[src/rtl/dispatchPkg.sv]
// ==========================================================
// shared sizes, index types and fetch slot attributes for the
// two-way dispatch stage
// every dispatch module imports this package with a wildcard
// ==========================================================

package dispatchPkg;

	// ======================================================
	// sizes
	// ======================================================

	// the fetch stage offers this many instruction slots per cycle
	localparam int WAYS = 2;

	// the issue queue holds eight entries and wraps on its tail
	localparam int IQ_ENTRIES = 8;

	// the reorder buffer is twice as deep as the issue queue
	localparam int ROB_ENTRIES = 16;

	// ======================================================
	// index and count types
	// ======================================================

	// an issue queue entry index
	typedef logic [$clog2(IQ_ENTRIES)-1:0] qId;

	// a reorder buffer entry index
	typedef logic [$clog2(ROB_ENTRIES)-1:0] robId;

	// how many slots enqueue in one cycle, from zero up to WAYS
	typedef logic [1:0] qCount;

	// ======================================================
	// fetch slot attributes
	// ======================================================

	// control class of a slot, which decides whether the group may
	// continue past it in the same cycle
	typedef enum logic [1:0] {
		kindPlain,
		kindBreak,
		kindJump,
		kindBranch
	} slotKind;

	// one slot as fetch presents it, without the instruction payload
	// predTaken only has meaning when kind is kindBranch
	typedef struct packed {
		logic    valid;
		slotKind kind;
		logic    predTaken;
	} fetchSlot;

	// the two issue queue positions that the next group would occupy
	typedef struct packed {
		qId tail0;
		qId tail1;
	} tailPair;

endpackage
[src/rtl/dispatchStage.sv]
// ==========================================================
// top of the two-way dispatch enqueue logic
// the count block decides each cycle and both occupancy
// trackers follow its allocation mask on the next edge
// ==========================================================

`timescale 1ns/100ps

module dispatchStage import dispatchPkg::*; (
	input  logic                             clk,
	input  logic                             rst,
	input  logic                             ce,
	input  logic                             branchMiss,
	input  fetchSlot [WAYS-1:0]              slots,
	input  logic                             issueValid,
	input  qId                               issueIdx,
	input  logic                             commitValid,
	input  qCount                            commitCnt,
	output qCount                            queuedCnt,
	output logic [WAYS-1:0]                  queuedOn,
	output qCount                            renamedCnt,
	output logic [$clog2(IQ_ENTRIES+1)-1:0]  occupancy,
	output logic [$clog2(ROB_ENTRIES+1)-1:0] robCount
);

	// tail positions and valid bits from the issue queue
	tailPair               tails;
	logic [IQ_ENTRIES-1:0] iqValid;

	// both ROB tail positions are free
	logic robTailFree;

	// allocation mask shared by both trackers
	logic [WAYS-1:0] alloc;

	// ======================================================
	// enqueue decision
	// ======================================================

	queueCount queueCount_inst (
		.clk         (clk),
		.rst         (rst),
		.ce          (ce),
		.branchMiss  (branchMiss),
		.slots       (slots),
		.tails       (tails),
		.iqValid     (iqValid),
		.robTailFree (robTailFree),
		.queuedCnt   (queuedCnt),
		.alloc       (alloc),
		.queuedOn    (queuedOn),
		.renamedCnt  (renamedCnt)
	);

	// ======================================================
	// occupancy trackers
	// ======================================================

	issueQueueTracker issueQueueTracker_inst (
		.clk        (clk),
		.rst        (rst),
		.alloc      (alloc),
		.issueValid (issueValid),
		.issueIdx   (issueIdx),
		.tails      (tails),
		.iqValid    (iqValid),
		.occupancy  (occupancy)
	);

	// the ROB only reports whether its tail can take a full group
	robAllocator robAllocator_inst (
		.clk         (clk),
		.rst         (rst),
		.alloc       (alloc),
		.commitValid (commitValid),
		.commitCnt   (commitCnt),
		.robTailFree (robTailFree),
		.robCount    (robCount)
	);

endmodule

[src/rtl/robAllocator.sv]
// ==========================================================
// reorder buffer occupancy for the dispatch stage
// entries are allocated at the tail and retired in order from
// the head, one or two per commit strobe
// ==========================================================

`timescale 1ns/100ps

module robAllocator import dispatchPkg::*; (
	input  logic                             clk,
	input  logic                             rst,
	input  logic [WAYS-1:0]                  alloc,
	input  logic                             commitValid,
	input  qCount                            commitCnt,
	output logic                             robTailFree,
	output logic [$clog2(ROB_ENTRIES+1)-1:0] robCount
);

	// circular buffer state
	logic [ROB_ENTRIES-1:0] robValid;
	robId head;
	robId tail;

	// the entries right behind the head and the tail
	robId headNext;
	robId tailNext;

	// which of the two oldest entries retire this cycle
	logic commit0;
	logic commit1;

	// entries written this cycle
	qCount allocNum;

	// masks applied on the next edge
	logic [ROB_ENTRIES-1:0] setMask;
	logic [ROB_ENTRIES-1:0] clearMask;

	assign headNext = head + 1'b1;
	assign tailNext = tail + 1'b1;

	// the count block may place two slots, so it needs both positions
	assign robTailFree = !robValid[tail] && !robValid[tailNext];

	// ======================================================
	// in-order commit
	// ======================================================

	// retirement stops at the first entry that is not live, so the
	// head never walks past the tail
	assign commit0 = commitValid && (commitCnt != '0) && robValid[head];
	assign commit1 = commit0 && (commitCnt == qCount'(2)) && robValid[headNext];

	always_comb begin
		clearMask = '0;
		if (commit0)
			clearMask[head] = 1'b1;
		if (commit1)
			clearMask[headNext] = 1'b1;
	end

	// ======================================================
	// allocation
	// ======================================================

	// slot i of the group goes to the entry i places past the tail
	always_comb begin
		setMask  = '0;
		allocNum = '0;
		for (int i = 0; i < WAYS; i++) begin
			if (alloc[i]) begin
				setMask[robId'(tail + i)] = 1'b1;
				allocNum = allocNum + 1'b1;
			end
		end
	end

	always_ff @(posedge clk) begin
		if (rst) begin
			robValid <= '0;
			head     <= '0;
			tail     <= '0;
		end else begin
			robValid <= (robValid & ~clearMask) | setMask;
			head     <= head + robId'({commit1, commit0 ^ commit1});
			tail     <= tail + robId'(allocNum);
		end
	end

	// live entries, taken from the valid bits so a full buffer is not
	// confused with an empty one when head equals tail
	always_comb begin
		robCount = '0;
		for (int i = 0; i < ROB_ENTRIES; i++) begin
			if (robValid[i])
				robCount = robCount + 1'b1;
		end
	end

endmodule

[src/rtl/issueQueueTracker.sv]
// ==========================================================
// occupancy tracker for the eight-entry issue queue
// entries are allocated at a wrapping tail from the alloc mask
// and freed out of order by single-cycle issue strobes
// ==========================================================

`timescale 1ns/100ps

module issueQueueTracker import dispatchPkg::*; (
	input  logic                            clk,
	input  logic                            rst,
	input  logic [WAYS-1:0]                 alloc,
	input  logic                            issueValid,
	input  qId                              issueIdx,
	output tailPair                         tails,
	output logic [IQ_ENTRIES-1:0]           iqValid,
	output logic [$clog2(IQ_ENTRIES+1)-1:0] occupancy
);

	// position that the next slot 0 will occupy
	qId tail;

	// number of entries allocated this cycle
	qCount allocNum;

	// entries that allocation sets and that issue clears this cycle
	logic [IQ_ENTRIES-1:0] setMask;
	logic [IQ_ENTRIES-1:0] issueMask;

	// valid vector after this cycle's issue and allocation
	logic [IQ_ENTRIES-1:0] validNext;

	// ======================================================
	// tail positions
	// ======================================================

	// tail1 wraps with the index width, entry 7 is followed by entry 0
	always_comb begin
		tails.tail0 = tail;
		tails.tail1 = tail + 1'b1;
	end

	// ======================================================
	// next valid vector
	// ======================================================

	// slot 0 lands at tail0 and slot 1 right behind it at tail1
	always_comb begin
		setMask = '0;
		if (alloc[0])
			setMask[tails.tail0] = 1'b1;
		if (alloc[WAYS-1] && (WAYS > 1))
			setMask[tails.tail1] = 1'b1;
	end

	// one issue per cycle leaves the queue, from any position
	always_comb begin
		issueMask = '0;
		if (issueValid)
			issueMask[issueIdx] = 1'b1;
	end

	// allocation is applied after the clear, so it wins on a shared
	// entry, though the count block only allocates free entries and
	// the scheduler only issues occupied ones
	assign validNext = (iqValid & ~issueMask) | setMask;

	// the tail moves past every slot that was written
	always_comb begin
		allocNum = '0;
		for (int i = 0; i < WAYS; i++) begin
			if (alloc[i])
				allocNum = allocNum + 1'b1;
		end
	end

	always_ff @(posedge clk) begin
		if (rst) begin
			iqValid <= '0;
			tail    <= '0;
		end else begin
			iqValid <= validNext;
			tail    <= tail + qId'(allocNum);
		end
	end

	// ======================================================
	// fill level
	// ======================================================

	// live entries for the scheduler, counted from the valid bits
	// because issue frees entries in any order
	always_comb begin
		occupancy = '0;
		for (int i = 0; i < IQ_ENTRIES; i++) begin
			if (iqValid[i])
				occupancy = occupancy + 1'b1;
		end
	end

endmodule

[src/rtl/queueCount.sv]
// ==========================================================
// enqueue decision for the two-way dispatch stage
// it tells fetch in the same cycle how many slots enter the
// issue queue and ROB, and drives the allocation strobes
// ==========================================================

`timescale 1ns/100ps

module queueCount import dispatchPkg::*; (
	input  logic                  clk,
	input  logic                  rst,
	input  logic                  ce,
	input  logic                  branchMiss,
	input  fetchSlot [WAYS-1:0]   slots,
	input  tailPair               tails,
	input  logic [IQ_ENTRIES-1:0] iqValid,
	input  logic                  robTailFree,
	output qCount                 queuedCnt,
	output logic [WAYS-1:0]       alloc,
	output logic [WAYS-1:0]       queuedOn,
	output qCount                 renamedCnt
);

	// both issue queue tail entries are empty
	logic iqTailsFree;

	// nothing may enqueue this cycle
	logic blocked;

	// slot 0 does not redirect fetch, so the group may reach slot 1
	logic firstFallsThrough;

	// slot 1 joins slot 0 in the queue this cycle
	logic secondOk;

	// mask of slots that would enqueue if the stage were enabled
	logic [WAYS-1:0] queuedOnp;

	// ======================================================
	// enqueue rule
	// ======================================================

	// the tracker always offers two tail positions, so both must be
	// free before even the first slot may go in
	assign iqTailsFree = !iqValid[tails.tail0] && !iqValid[tails.tail1];

	// a miss flushes the group, and a full queue or ROB holds it back
	assign blocked = branchMiss || !slots[0].valid || !iqTailsFree || !robTailFree;

	// a break, a jump or a predicted taken branch ends the group
	// after slot 0, since the slot behind it is on the wrong path
	assign firstFallsThrough = (slots[0].kind == kindPlain) ||
		((slots[0].kind == kindBranch) && !slots[0].predTaken);

	// with a single way the last slot is slot 0 and the WAYS test
	// keeps the count at one
	assign secondOk = (WAYS > 1) && firstFallsThrough && slots[WAYS-1].valid;

	// the count and the mask always agree, slot 1 never enqueues alone
	always_comb begin
		queuedCnt = '0;
		queuedOnp = '0;
		if (!blocked) begin
			queuedCnt = qCount'(1);
			queuedOnp[0] = 1'b1;
			if (secondOk) begin
				queuedCnt = qCount'(2);
				queuedOnp[WAYS-1] = 1'b1;
			end
		end
	end

	// the stage enable is only looked at here, so the trackers see a
	// single allocation command and cannot disagree about it
	assign alloc = ce ? queuedOnp : '0;

	// ======================================================
	// registered outputs
	// ======================================================

	// queuedOn tells the next stage which slots were written on the
	// edge that closed the deciding cycle
	// renamedCnt is the count one cycle late for rename, and it keeps
	// running while ce is low
	always_ff @(posedge clk) begin
		if (rst) begin
			queuedOn   <= '0;
			renamedCnt <= '0;
		end else begin
			queuedOn   <= alloc;
			renamedCnt <= queuedCnt;
		end
	end

endmodule

[config.mk]
export PLATFORM = sky130hd
export DESIGN_NAME = dispatchStage
export DESIGN_NICKNAME = d
export VERILOG_FILES = /design/src/rtl/dispatchPkg.sv /design/src/rtl/dispatchStage.sv /design/src/rtl/robAllocator.sv /design/src/rtl/issueQueueTracker.sv /design/src/rtl/queueCount.sv
export SDC_FILE = /design/constraint.sdc
export NUM_CORES = 1
export LEC_CHECK = 0
export ABC_AREA = 1
export BUFFER_PORTS_ARGS = -buffer_cell sky130_fd_sc_hd__buf_2
export CELL_PAD_IN_SITES_DETAIL_PLACEMENT = 0
export CELL_PAD_IN_SITES_GLOBAL_PLACEMENT = 2
export CORE_ASPECT_RATIO = 0.6
export CORE_MARGIN = 4
export CORE_UTILIZATION = 34
export DETAILED_ROUTE_END_ITERATION = 12
export GPL_TIMING_DRIVEN = 0
export PLACE_DENSITY_LB_ADDON = 0.1
export SETUP_SLACK_MARGIN = 0.5
export SYNTH_ARGS = -nofsm -noshare
export SYNTH_HDL_FRONTEND = slang
export SYNTH_SLANG_ARGS = --single-unit
[constraint.sdc]
create_clock -name clk -period 8.7 [get_ports clk]
set_input_delay 1.74 -clock clk [delete_from_list [all_inputs] [get_ports clk]]
set_output_delay 1.74 -clock clk [all_outputs]
set_load 0.05 [all_outputs]
==> out/results.env, run 1 <==
RUN_STATUS='finished, final reports clean'
CORE-AREA_UM2=16220
DRC=0
ROUTED_WIRE_LENGTH_PER_INSTANCE_UM=16.08
MIN-DELAY-PATH-CLASS='reg -> reg'
GRT.TOTAL_USAGE_PCT=21.16
ROUTED-VIA-COUNT=6304
REPORT.FINAL.SLEW_VIOL_COUNT=0
WORSTHOLDENDPOINT='issueQueueTracker_inst.iqValid[0]$_SDFF_PP0_'
GRT_PASS1_WL_UM=31660
FINAL_CRITICAL_PATH_SETUP_SLACK_PS=458.7
WORST_PIN_SLEW_PS=1047
MAX-VDD-IR-DROP_mV=0.06234
CLOCK_BUFFERS_CREATED_BY_TRITONCTS=5
FINALPOWER_W=0.0005415
CP.REQUIRED_PS=6960
DIE_Y_UM=107.6
ANTENNA_FOUND_INITIAL=0
SYNTH_COMMONEST_CELLS='sky130_fd_sc_hd__nand2_1, sky130_fd_sc_hd__inv_1, sky130_fd_sc_hd__nor2_1, sky130_fd_sc_hd__nand3_1, sky130_fd_sc_hd__o21ai_0'
NUMBER_OF_CELLS_ON_THE_WORST_REG_TO_REG_PATH=19
CELLPOWERDENSITY_nW_PER_UM2=76.44
NUM_ANTENNA_CELLS=0
YOSYS_WARNINGS=0
NUMBER_OF_GLOBAL_ROUTE_VIAS_BEFORE_REPAIR=5760
SYNTH_TOP_AREA_SHARE_PCT=14.43
R2R-START='robAllocator_inst.tail[0]$_SDFF_PP0_'
SEQ_AREA_FRAC_SYNTH_PCT=13.90
CRITPATHARRIVALTIME_PS=6500
FILLERS=1751
FINAL_CORE_UTILIZATION_PCT=43.69
MULTI_INPUT_COMB_AREA_UM2=4511
FINAL.MIN_CLOCK_PERIOD_PS=8241
PIN_COUNT_OF_THE_BIGGEST_NET_ENTERING_GLOBAL_ROUTING=14
SYNTH.LIB_CELLS_USED.DISTINCT=52
HOLD_START='issueQueueTracker_inst.iqValid[0]$_SDFF_PP0_'
FINAL_HOLD_VIOL_COUNT=0
CLOCK_PIN_SLEW_ON_THE_WORST_SETUP_AND_HOLD_PATHS_PS=60
SYNTH_SEQ_CELLS=39
WORST_HOLD_PATH.NUM_CELLS=1
GRT.OVERFLOW.TOTAL=0
CTS_TREE='done'
CRIT_SLOWEST_CELL='sky130_fd_sc_hd__dfxtp_4'
POST_ROUTE_ANT_NETS=0
RATIO_OF_FINAL_MINIMUM_PERIOD_TO_CLOCK_PERIOD_PCT=94.73
CPMOSTUSEDCELL='sky130_fd_sc_hd__buf_4'
YOSYS-TOP-CELLS-AREA='sky130_fd_sc_hd__nand2_1, sky130_fd_sc_hd__dfxtp_1, sky130_fd_sc_hd__ha_1'
RRSETUPSLACK_PS=3820
DPL-INSTANCE-AREA_UM2=6030
FMAX_GHz=0.1213
SYNTHARSTFLOPSHARE_PCT=0
CTSHOLDBUFFERS=0
FLOW.AREA_GROWTH_FROM_SYNTHESIS_PCT=26.10
FINAL_LAYOUT_SIZE_SUFFIX_GT1_SHARE_PCT=27.46
VIASPERCELL=5.100
FINALCLOCKSKEW_PS=4.155
WL_UM=19880
CTS.PATH.MAX_BUFFERS=2
CLKLATENCYLATEPIN_PS=290
R2R-END='robAllocator_inst.tail[1]$_SDFF_PP0_'
SYN_AREA_PER_CELL_UM2=6.047
CRITICAL-PATH-MAX-STAGE-DELAY_PS=380
NUMBER_OF_CELLS_PRODUCED_BY_SYNTHESIS=929
PLACE_CONGESTION=0.9288
SETUP.WORST_PATH.START_CLASS='register'
WORST_SLEW_MARGIN_REL_PCT=29.90
FINALSETUPVIOLATIONS=0
TIMING.CRITICAL_PATH.TO_TYPE='output port'
DIEWIDTH_UM=173.9
DP_SLACK_PS=-613.5
SYNTHDOMINANTAREACELLTYPE='sky130_fd_sc_hd__nand2_1'
DESIGN.DIE.AREA_UM2=18710
NUM_IO_PINS=34
DETAILEDROUTE.FIRSTITERATIONVIOLATIONS=626
CLK_ROOT_BUFFER_CELL='sky130_fd_sc_hd__clkbuf_16'
ROW_COUNT=36
DRT_FIRST_PASS_ITERS=5
YS_DOMINANT_REG_CELL='sky130_fd_sc_hd__dfxtp_1'
SYNTH.MOST_COMMON_CELL='sky130_fd_sc_hd__nand2_1'
RSZ_0062_RAISED_AFTER_GLOBAL_ROUTING='true'
FINISH.INSTANCE_AREA_UM2=7084
TOTALNEGATIVESETUPSLACK_PS=0
SYNTH-EDFF-COUNT=0
NNETSFINAL=1094
FF_LATCH_AREA_UM2=790.8
IO_BUFFERS=30
NET_COUNT_OF_THE_MAPPED_NETLIST=996
MAX_CAP_VIOLATIONS=0
SYNTH.CELL_AREA_UM2=5618
CRIT_FANOUT=4
TRITONCTS_NUM_SINKS=39
INITIAL_CORE_UTIL_PCT=34.65
POWER.STATIC_LEAKAGE_nW=3.632
DP_HPWL_UM=15590
CRITPATHKIND='reg -> out'
CTSHTREEMAXLEVEL=2
-- critical path, delay by kind of cell, from the launching register on --
family / cells / cell delay, ps
buf+inv: 21 / 2330
compound gates: 3 / 480
simple gates: 26 / 1860
flops: 1 / 380
xor+xnor: 2 / 310
fa+ha+maj: 3 / 830
-- metal layers --
| metal | GRT usage [%] | vias to the layer above | share of wire [%] |
|---|---|---|---|
| met4 | 1.694 | 0 | 0.38 |
| met5 | 0 | - | 0 |
| met3 | 6.037 | 12 | 9.8 |
| li1 | - | 3222 | - |
| met2 | 24.74 | 223 | 32 |
| met1 | 36.52 | 2847 | 57 |
-- placed cells by master, fill, tap and decap left out, types with 5 or more instances in the layout --
cell type	count
sky130_fd_sc_hd__a21oi_1	41
sky130_fd_sc_hd__a221oi_1	6
sky130_fd_sc_hd__buf_2	32
sky130_fd_sc_hd__buf_4	53
sky130_fd_sc_hd__buf_6	12
sky130_fd_sc_hd__clkbuf_1	17
sky130_fd_sc_hd__clkbuf_16	5
sky130_fd_sc_hd__dfxtp_1	35
sky130_fd_sc_hd__ha_1	40
sky130_fd_sc_hd__inv_1	137
sky130_fd_sc_hd__inv_2	15
sky130_fd_sc_hd__nand2_1	190
sky130_fd_sc_hd__nand2_2	58
sky130_fd_sc_hd__nand2_4	22
sky130_fd_sc_hd__nand3_1	61
sky130_fd_sc_hd__nand3_2	27
sky130_fd_sc_hd__nand3_4	6
sky130_fd_sc_hd__nor2_1	77
sky130_fd_sc_hd__nor2_2	7
sky130_fd_sc_hd__nor3_1	16
sky130_fd_sc_hd__o211ai_1	9
sky130_fd_sc_hd__o21ai_0	42
sky130_fd_sc_hd__o21ai_2	11
sky130_fd_sc_hd__o311ai_0	13
sky130_fd_sc_hd__xor2_1	13
-- per-stage QoR --
step | instances | hold WS (ps)
after floorplan | 929 | 474.6
after global placement | 1168 | 580.9
after detailed placement | 1168 | 566.9
after CTS | 1225 | 580.2
after global routing | 1236 | 602.6
final | 1236 | 581.8
-- flip-flops by register name (all words and copies together) (netlist names) --
signal / cells
queueCount_inst.renamedCnt: 2
robAllocator_inst.tail: 4
robAllocator_inst.robValid: 16
issueQueueTracker_inst.iqValid: 8
issueQueueTracker_inst.tail: 3
robAllocator_inst.head: 4
queueCount_inst.queuedOn: 2
-- cells by family after synthesis --
family	share of synthesized area [%]
flip-flops	13.90
AND/OR/NAND/NOR	41.63
adder cells (fa/ha/maj)	11.09
AO/OA/AOI/OAI	17.97
buffers and inverters	12.45
XOR/XNOR	2.962
-- how the worst max path moves through the flow --
stage,from,endpoint,slack [ps],cells after the start
after global routing,robAllocator_inst.robValid[1]$_SDFF_PP0_,robCount[4],-70,47
after floorplan,robAllocator_inst.robValid[0]$_SDFF_PP0_,robCount[4],490,47
after global placement,robAllocator_inst.robValid[1]$_SDFF_PP0_,robCount[4],-600,48
final,robAllocator_inst.robValid[1]$_SDFF_PP0_,robCount[4],460,55
after CTS,robAllocator_inst.robValid[1]$_SDFF_PP0_,robCount[4],410,47
after detailed placement,robAllocator_inst.robValid[1]$_SDFF_PP0_,robCount[4],-610,47
-- final cells by class --
| type | instances | share of cell area, % |
|---|---|---|
| clock buffers | 6 | 1.960 |
| flip-flops and latches | 39 | 11.16 |
| multi-input cells | 706 | 63.67 |
| clock inverters | 1 | 0.07065 |
| inverters | 159 | 8.637 |
| plain buffers | 25 | 1.448 |
| repair buffers | 91 | 9.361 |
| well taps | 209 | 3.691 |
-- power breakdown --
part	switching, W	internal (W)	leakage, nW
sequential	0.00000553	0.000182	0.317
combinational	0.000112	0.0000547	3.24
clock	0.0000746	0.000112	0.0727
-- timing repair --
action,4_1_cts,5_1_grt
resized for setup,52,72
setup buffers,50,11
pin swaps,31,48
endpoints found under the setup margin,4,4
Note: power is estimated with default switching activity, not from simulation.
==> run 2: changes to the inputs <==
Settings changed: GPL_TIMING_DRIVEN 0 to 1.
==> out/results.env, run 2 (synthesized netlist as in run 1, its figures left out) <==
CTS_TREE='done'
DP_HPWL_UM=15420
CLOCK_BUFFERS_CREATED_BY_TRITONCTS=5
CELLPOWERDENSITY_nW_PER_UM2=86.93
CRITPATHARRIVALTIME_PS=6530
RUN_STATUS='finished, final reports clean'
SETUP.WORST_PATH.START_CLASS='register'
NNETSFINAL=1049
CRITICAL-PATH-MAX-STAGE-DELAY_PS=360
INITIAL_CORE_UTIL_PCT=34.65
PLACE_CONGESTION=0.9625
PIN_COUNT_OF_THE_BIGGEST_NET_ENTERING_GLOBAL_ROUTING=25
DIEWIDTH_UM=173.9
MAX-VDD-IR-DROP_mV=0.1072
GRT_PASS1_WL_UM=30680
DRT_FIRST_PASS_ITERS=5
CRIT_SLOWEST_CELL='sky130_fd_sc_hd__dfxtp_2'
FINAL_HOLD_VIOL_COUNT=0
CRITPATHKIND='reg -> out'
MOST-COMMON-LAYOUT-CELLS='sky130_fd_sc_hd__nand2_1, sky130_fd_sc_hd__inv_1, sky130_fd_sc_hd__nor2_1'
LAYOUT.CELLS.MOST_COMMON='sky130_fd_sc_hd__nand2_1'
IO_BUFFERS=30
FINALSETUPVIOLATIONS=0
GRT.TOTAL_USAGE_PCT=20.42
LARGEST_REG_FLOPS=16
DETAILEDROUTE.FIRSTITERATIONVIOLATIONS=535
ROUTED_WIRE_LENGTH_PER_INSTANCE_UM=16.36
GRT.OVERFLOW.TOTAL=0
NUM_ANTENNA_CELLS=0
TOTALNEGATIVESETUPSLACK_PS=0
MULTI_INPUT_COMB_AREA_UM2=4377
STARTPOINT='robAllocator_inst.robValid[1]$_SDFF_PP0_'
TOP_REGISTER='robAllocator_inst.robValid'
FINALCLOCKSKEW_PS=8.566
RATIO_OF_FINAL_MINIMUM_PERIOD_TO_CLOCK_PERIOD_PCT=95.05
CLK_ROOT_BUFFER_CELL='sky130_fd_sc_hd__clkbuf_16'
WORST_PIN_SLEW_PS=694.9
FMAX_GHz=0.1209
ROUTED-VIA-COUNT=6150
POST_ROUTE_ANT_NETS=0
FILLERS=1781
CP.REQUIRED_PS=6960
NUM_IO_PINS=34
FINAL_CORE_UTILIZATION_PCT=41.30
ANTENNA_FOUND_INITIAL=0
RSZ_0062_RAISED_AFTER_GLOBAL_ROUTING='true'
FINAL_LAYOUT_SIZE_SUFFIX_GT1_SHARE_PCT=24.52
CRIT_FANOUT=3
DIE_Y_UM=107.6
FF_LATCH_AREA_UM2=784.5
REG_TOP3='robAllocator_inst.robValid: 16 flops, issueQueueTracker_inst.iqValid: 8 flops'
FINALPOWER_W=0.0005822
VIASPERCELL=5.159
CORE-AREA_UM2=16220
NUMBER_OF_GLOBAL_ROUTE_VIAS_BEFORE_REPAIR=5683
FINAL.MIN_CLOCK_PERIOD_PS=8269
MAX_CAP_VIOLATIONS=0
POWER.STATIC_LEAKAGE_nW=3.382
R2R-END='robAllocator_inst.tail[1]$_SDFF_PP0_'
ROW_COUNT=36
WL_UM=19510
MIN-DELAY-PATH-CLASS='reg -> reg'
CLKLATENCYLATEPIN_PS=300
WORST_SLEW_MARGIN_REL_PCT=53.09
TIMING.CRITICAL_PATH.TO_TYPE='output port'
CRITICAL_PATH_CAPTURE_POINT='robCount[4]'
CTS.PATH.MAX_BUFFERS=2
CLOCK_PIN_SLEW_ON_THE_WORST_SETUP_AND_HOLD_PATHS_PS=70
NUMBER_OF_CELLS_ON_THE_WORST_REG_TO_REG_PATH=16
FLOW.AREA_GROWTH_FROM_SYNTHESIS_PCT=19.22
R2R-START='robAllocator_inst.tail[1]$_SDFF_PP0_'
DRC=0
DESIGN.DIE.AREA_UM2=18710
CTSHTREEMAXLEVEL=2
REPORT.FINAL.SLEW_VIOL_COUNT=0
HOLD_WS_PS=547.2
TRITONCTS_NUM_SINKS=39
RRSETUPSLACK_PS=4110
## run 2: final cells by class
cell class,instances,share of cell area [%]
Clock buffer,5,1.868
Clock inverter,3,0.6912
Inverter,159,8.911
Multi-Input combinational cell,706,65.35
Sequential cell,39,11.71
Tap cell,209,3.904
Timing Repair Buffer,71,7.566
## run 2: critical path: cells and delay by family (launching register included)
family,cells,cell delay (ps)
buffers and inverters,10,710
adder cells (fa/ha/maj),8,2040
XOR/XNOR,2,330
flip-flops,1,360
AO/OA/AOI/OAI,12,1660
AND/OR/NAND/NOR,16,1130
## run 2: worst min-delay path by stage
stage,start,endpoint,slack [ps],cells past startpoint
after floorplan,issueQueueTracker_inst.iqValid[6]$_SDFF_PP0_,issueQueueTracker_inst.iqValid[6]$_SDFF_PP0_,470,2
after detailed placement,issueQueueTracker_inst.iqValid[0]$_SDFF_PP0_,issueQueueTracker_inst.iqValid[0]$_SDFF_PP0_,540,1
after global routing,issueQueueTracker_inst.iqValid[5]$_SDFF_PP0_,issueQueueTracker_inst.iqValid[5]$_SDFF_PP0_,580,2
final,issueQueueTracker_inst.iqValid[0]$_SDFF_PP0_,issueQueueTracker_inst.iqValid[0]$_SDFF_PP0_,550,1
after CTS,issueQueueTracker_inst.iqValid[6]$_SDFF_PP0_,issueQueueTracker_inst.iqValid[6]$_SDFF_PP0_,550,2
after global placement,issueQueueTracker_inst.iqValid[0]$_SDFF_PP0_,issueQueueTracker_inst.iqValid[0]$_SDFF_PP0_,510,1
## run 2: metal layers
| metal | track usage, % | vias up | wire, um |
|---|---|---|---|
| li1 | - | 3143 | - |
| met3 | 3.861 | 6 | 1324 |
| met5 | 0 | - | 0 |
| met2 | 25.52 | 159 | 6787 |
| met1 | 35.23 | 2842 | 11350 |
| met4 | 1.525 | 0 | 46 |
## run 2: power by group
group	switching, W	internal, W	leakage [nW]
Sequential	0.00000461	0.000182	0.316
Clock	0.0000859	0.000137	0.0804
Combinational	0.000117	0.0000561	2.99
## run 2: what timing repair did
| item | 4_1_cts | 5_1_grt |
|---|---|---|
| hold endpoints to repair | 0 | 0 |
| hold buffers | 0 | 0 |
| buffers inserted | 17 | 9 |
| pin swaps | 30 | 34 |
| endpoints found under the setup margin | 4 | 4 |
| gates resized for setup | 38 | 44 |
## run 2: per-stage QoR
stage / setup WS, ps / cell area, um2 / std cells
CTS: 376.9 / 6456 / 1183
global placement: 89.70 / 6040 / 1158
finish: 430.8 / 6698 / 1192
global route: -13.43 / 6698 / 1192
detailed placement: 9.674 / 6040 / 1158
floorplan: 490.2 / 5618 / 929
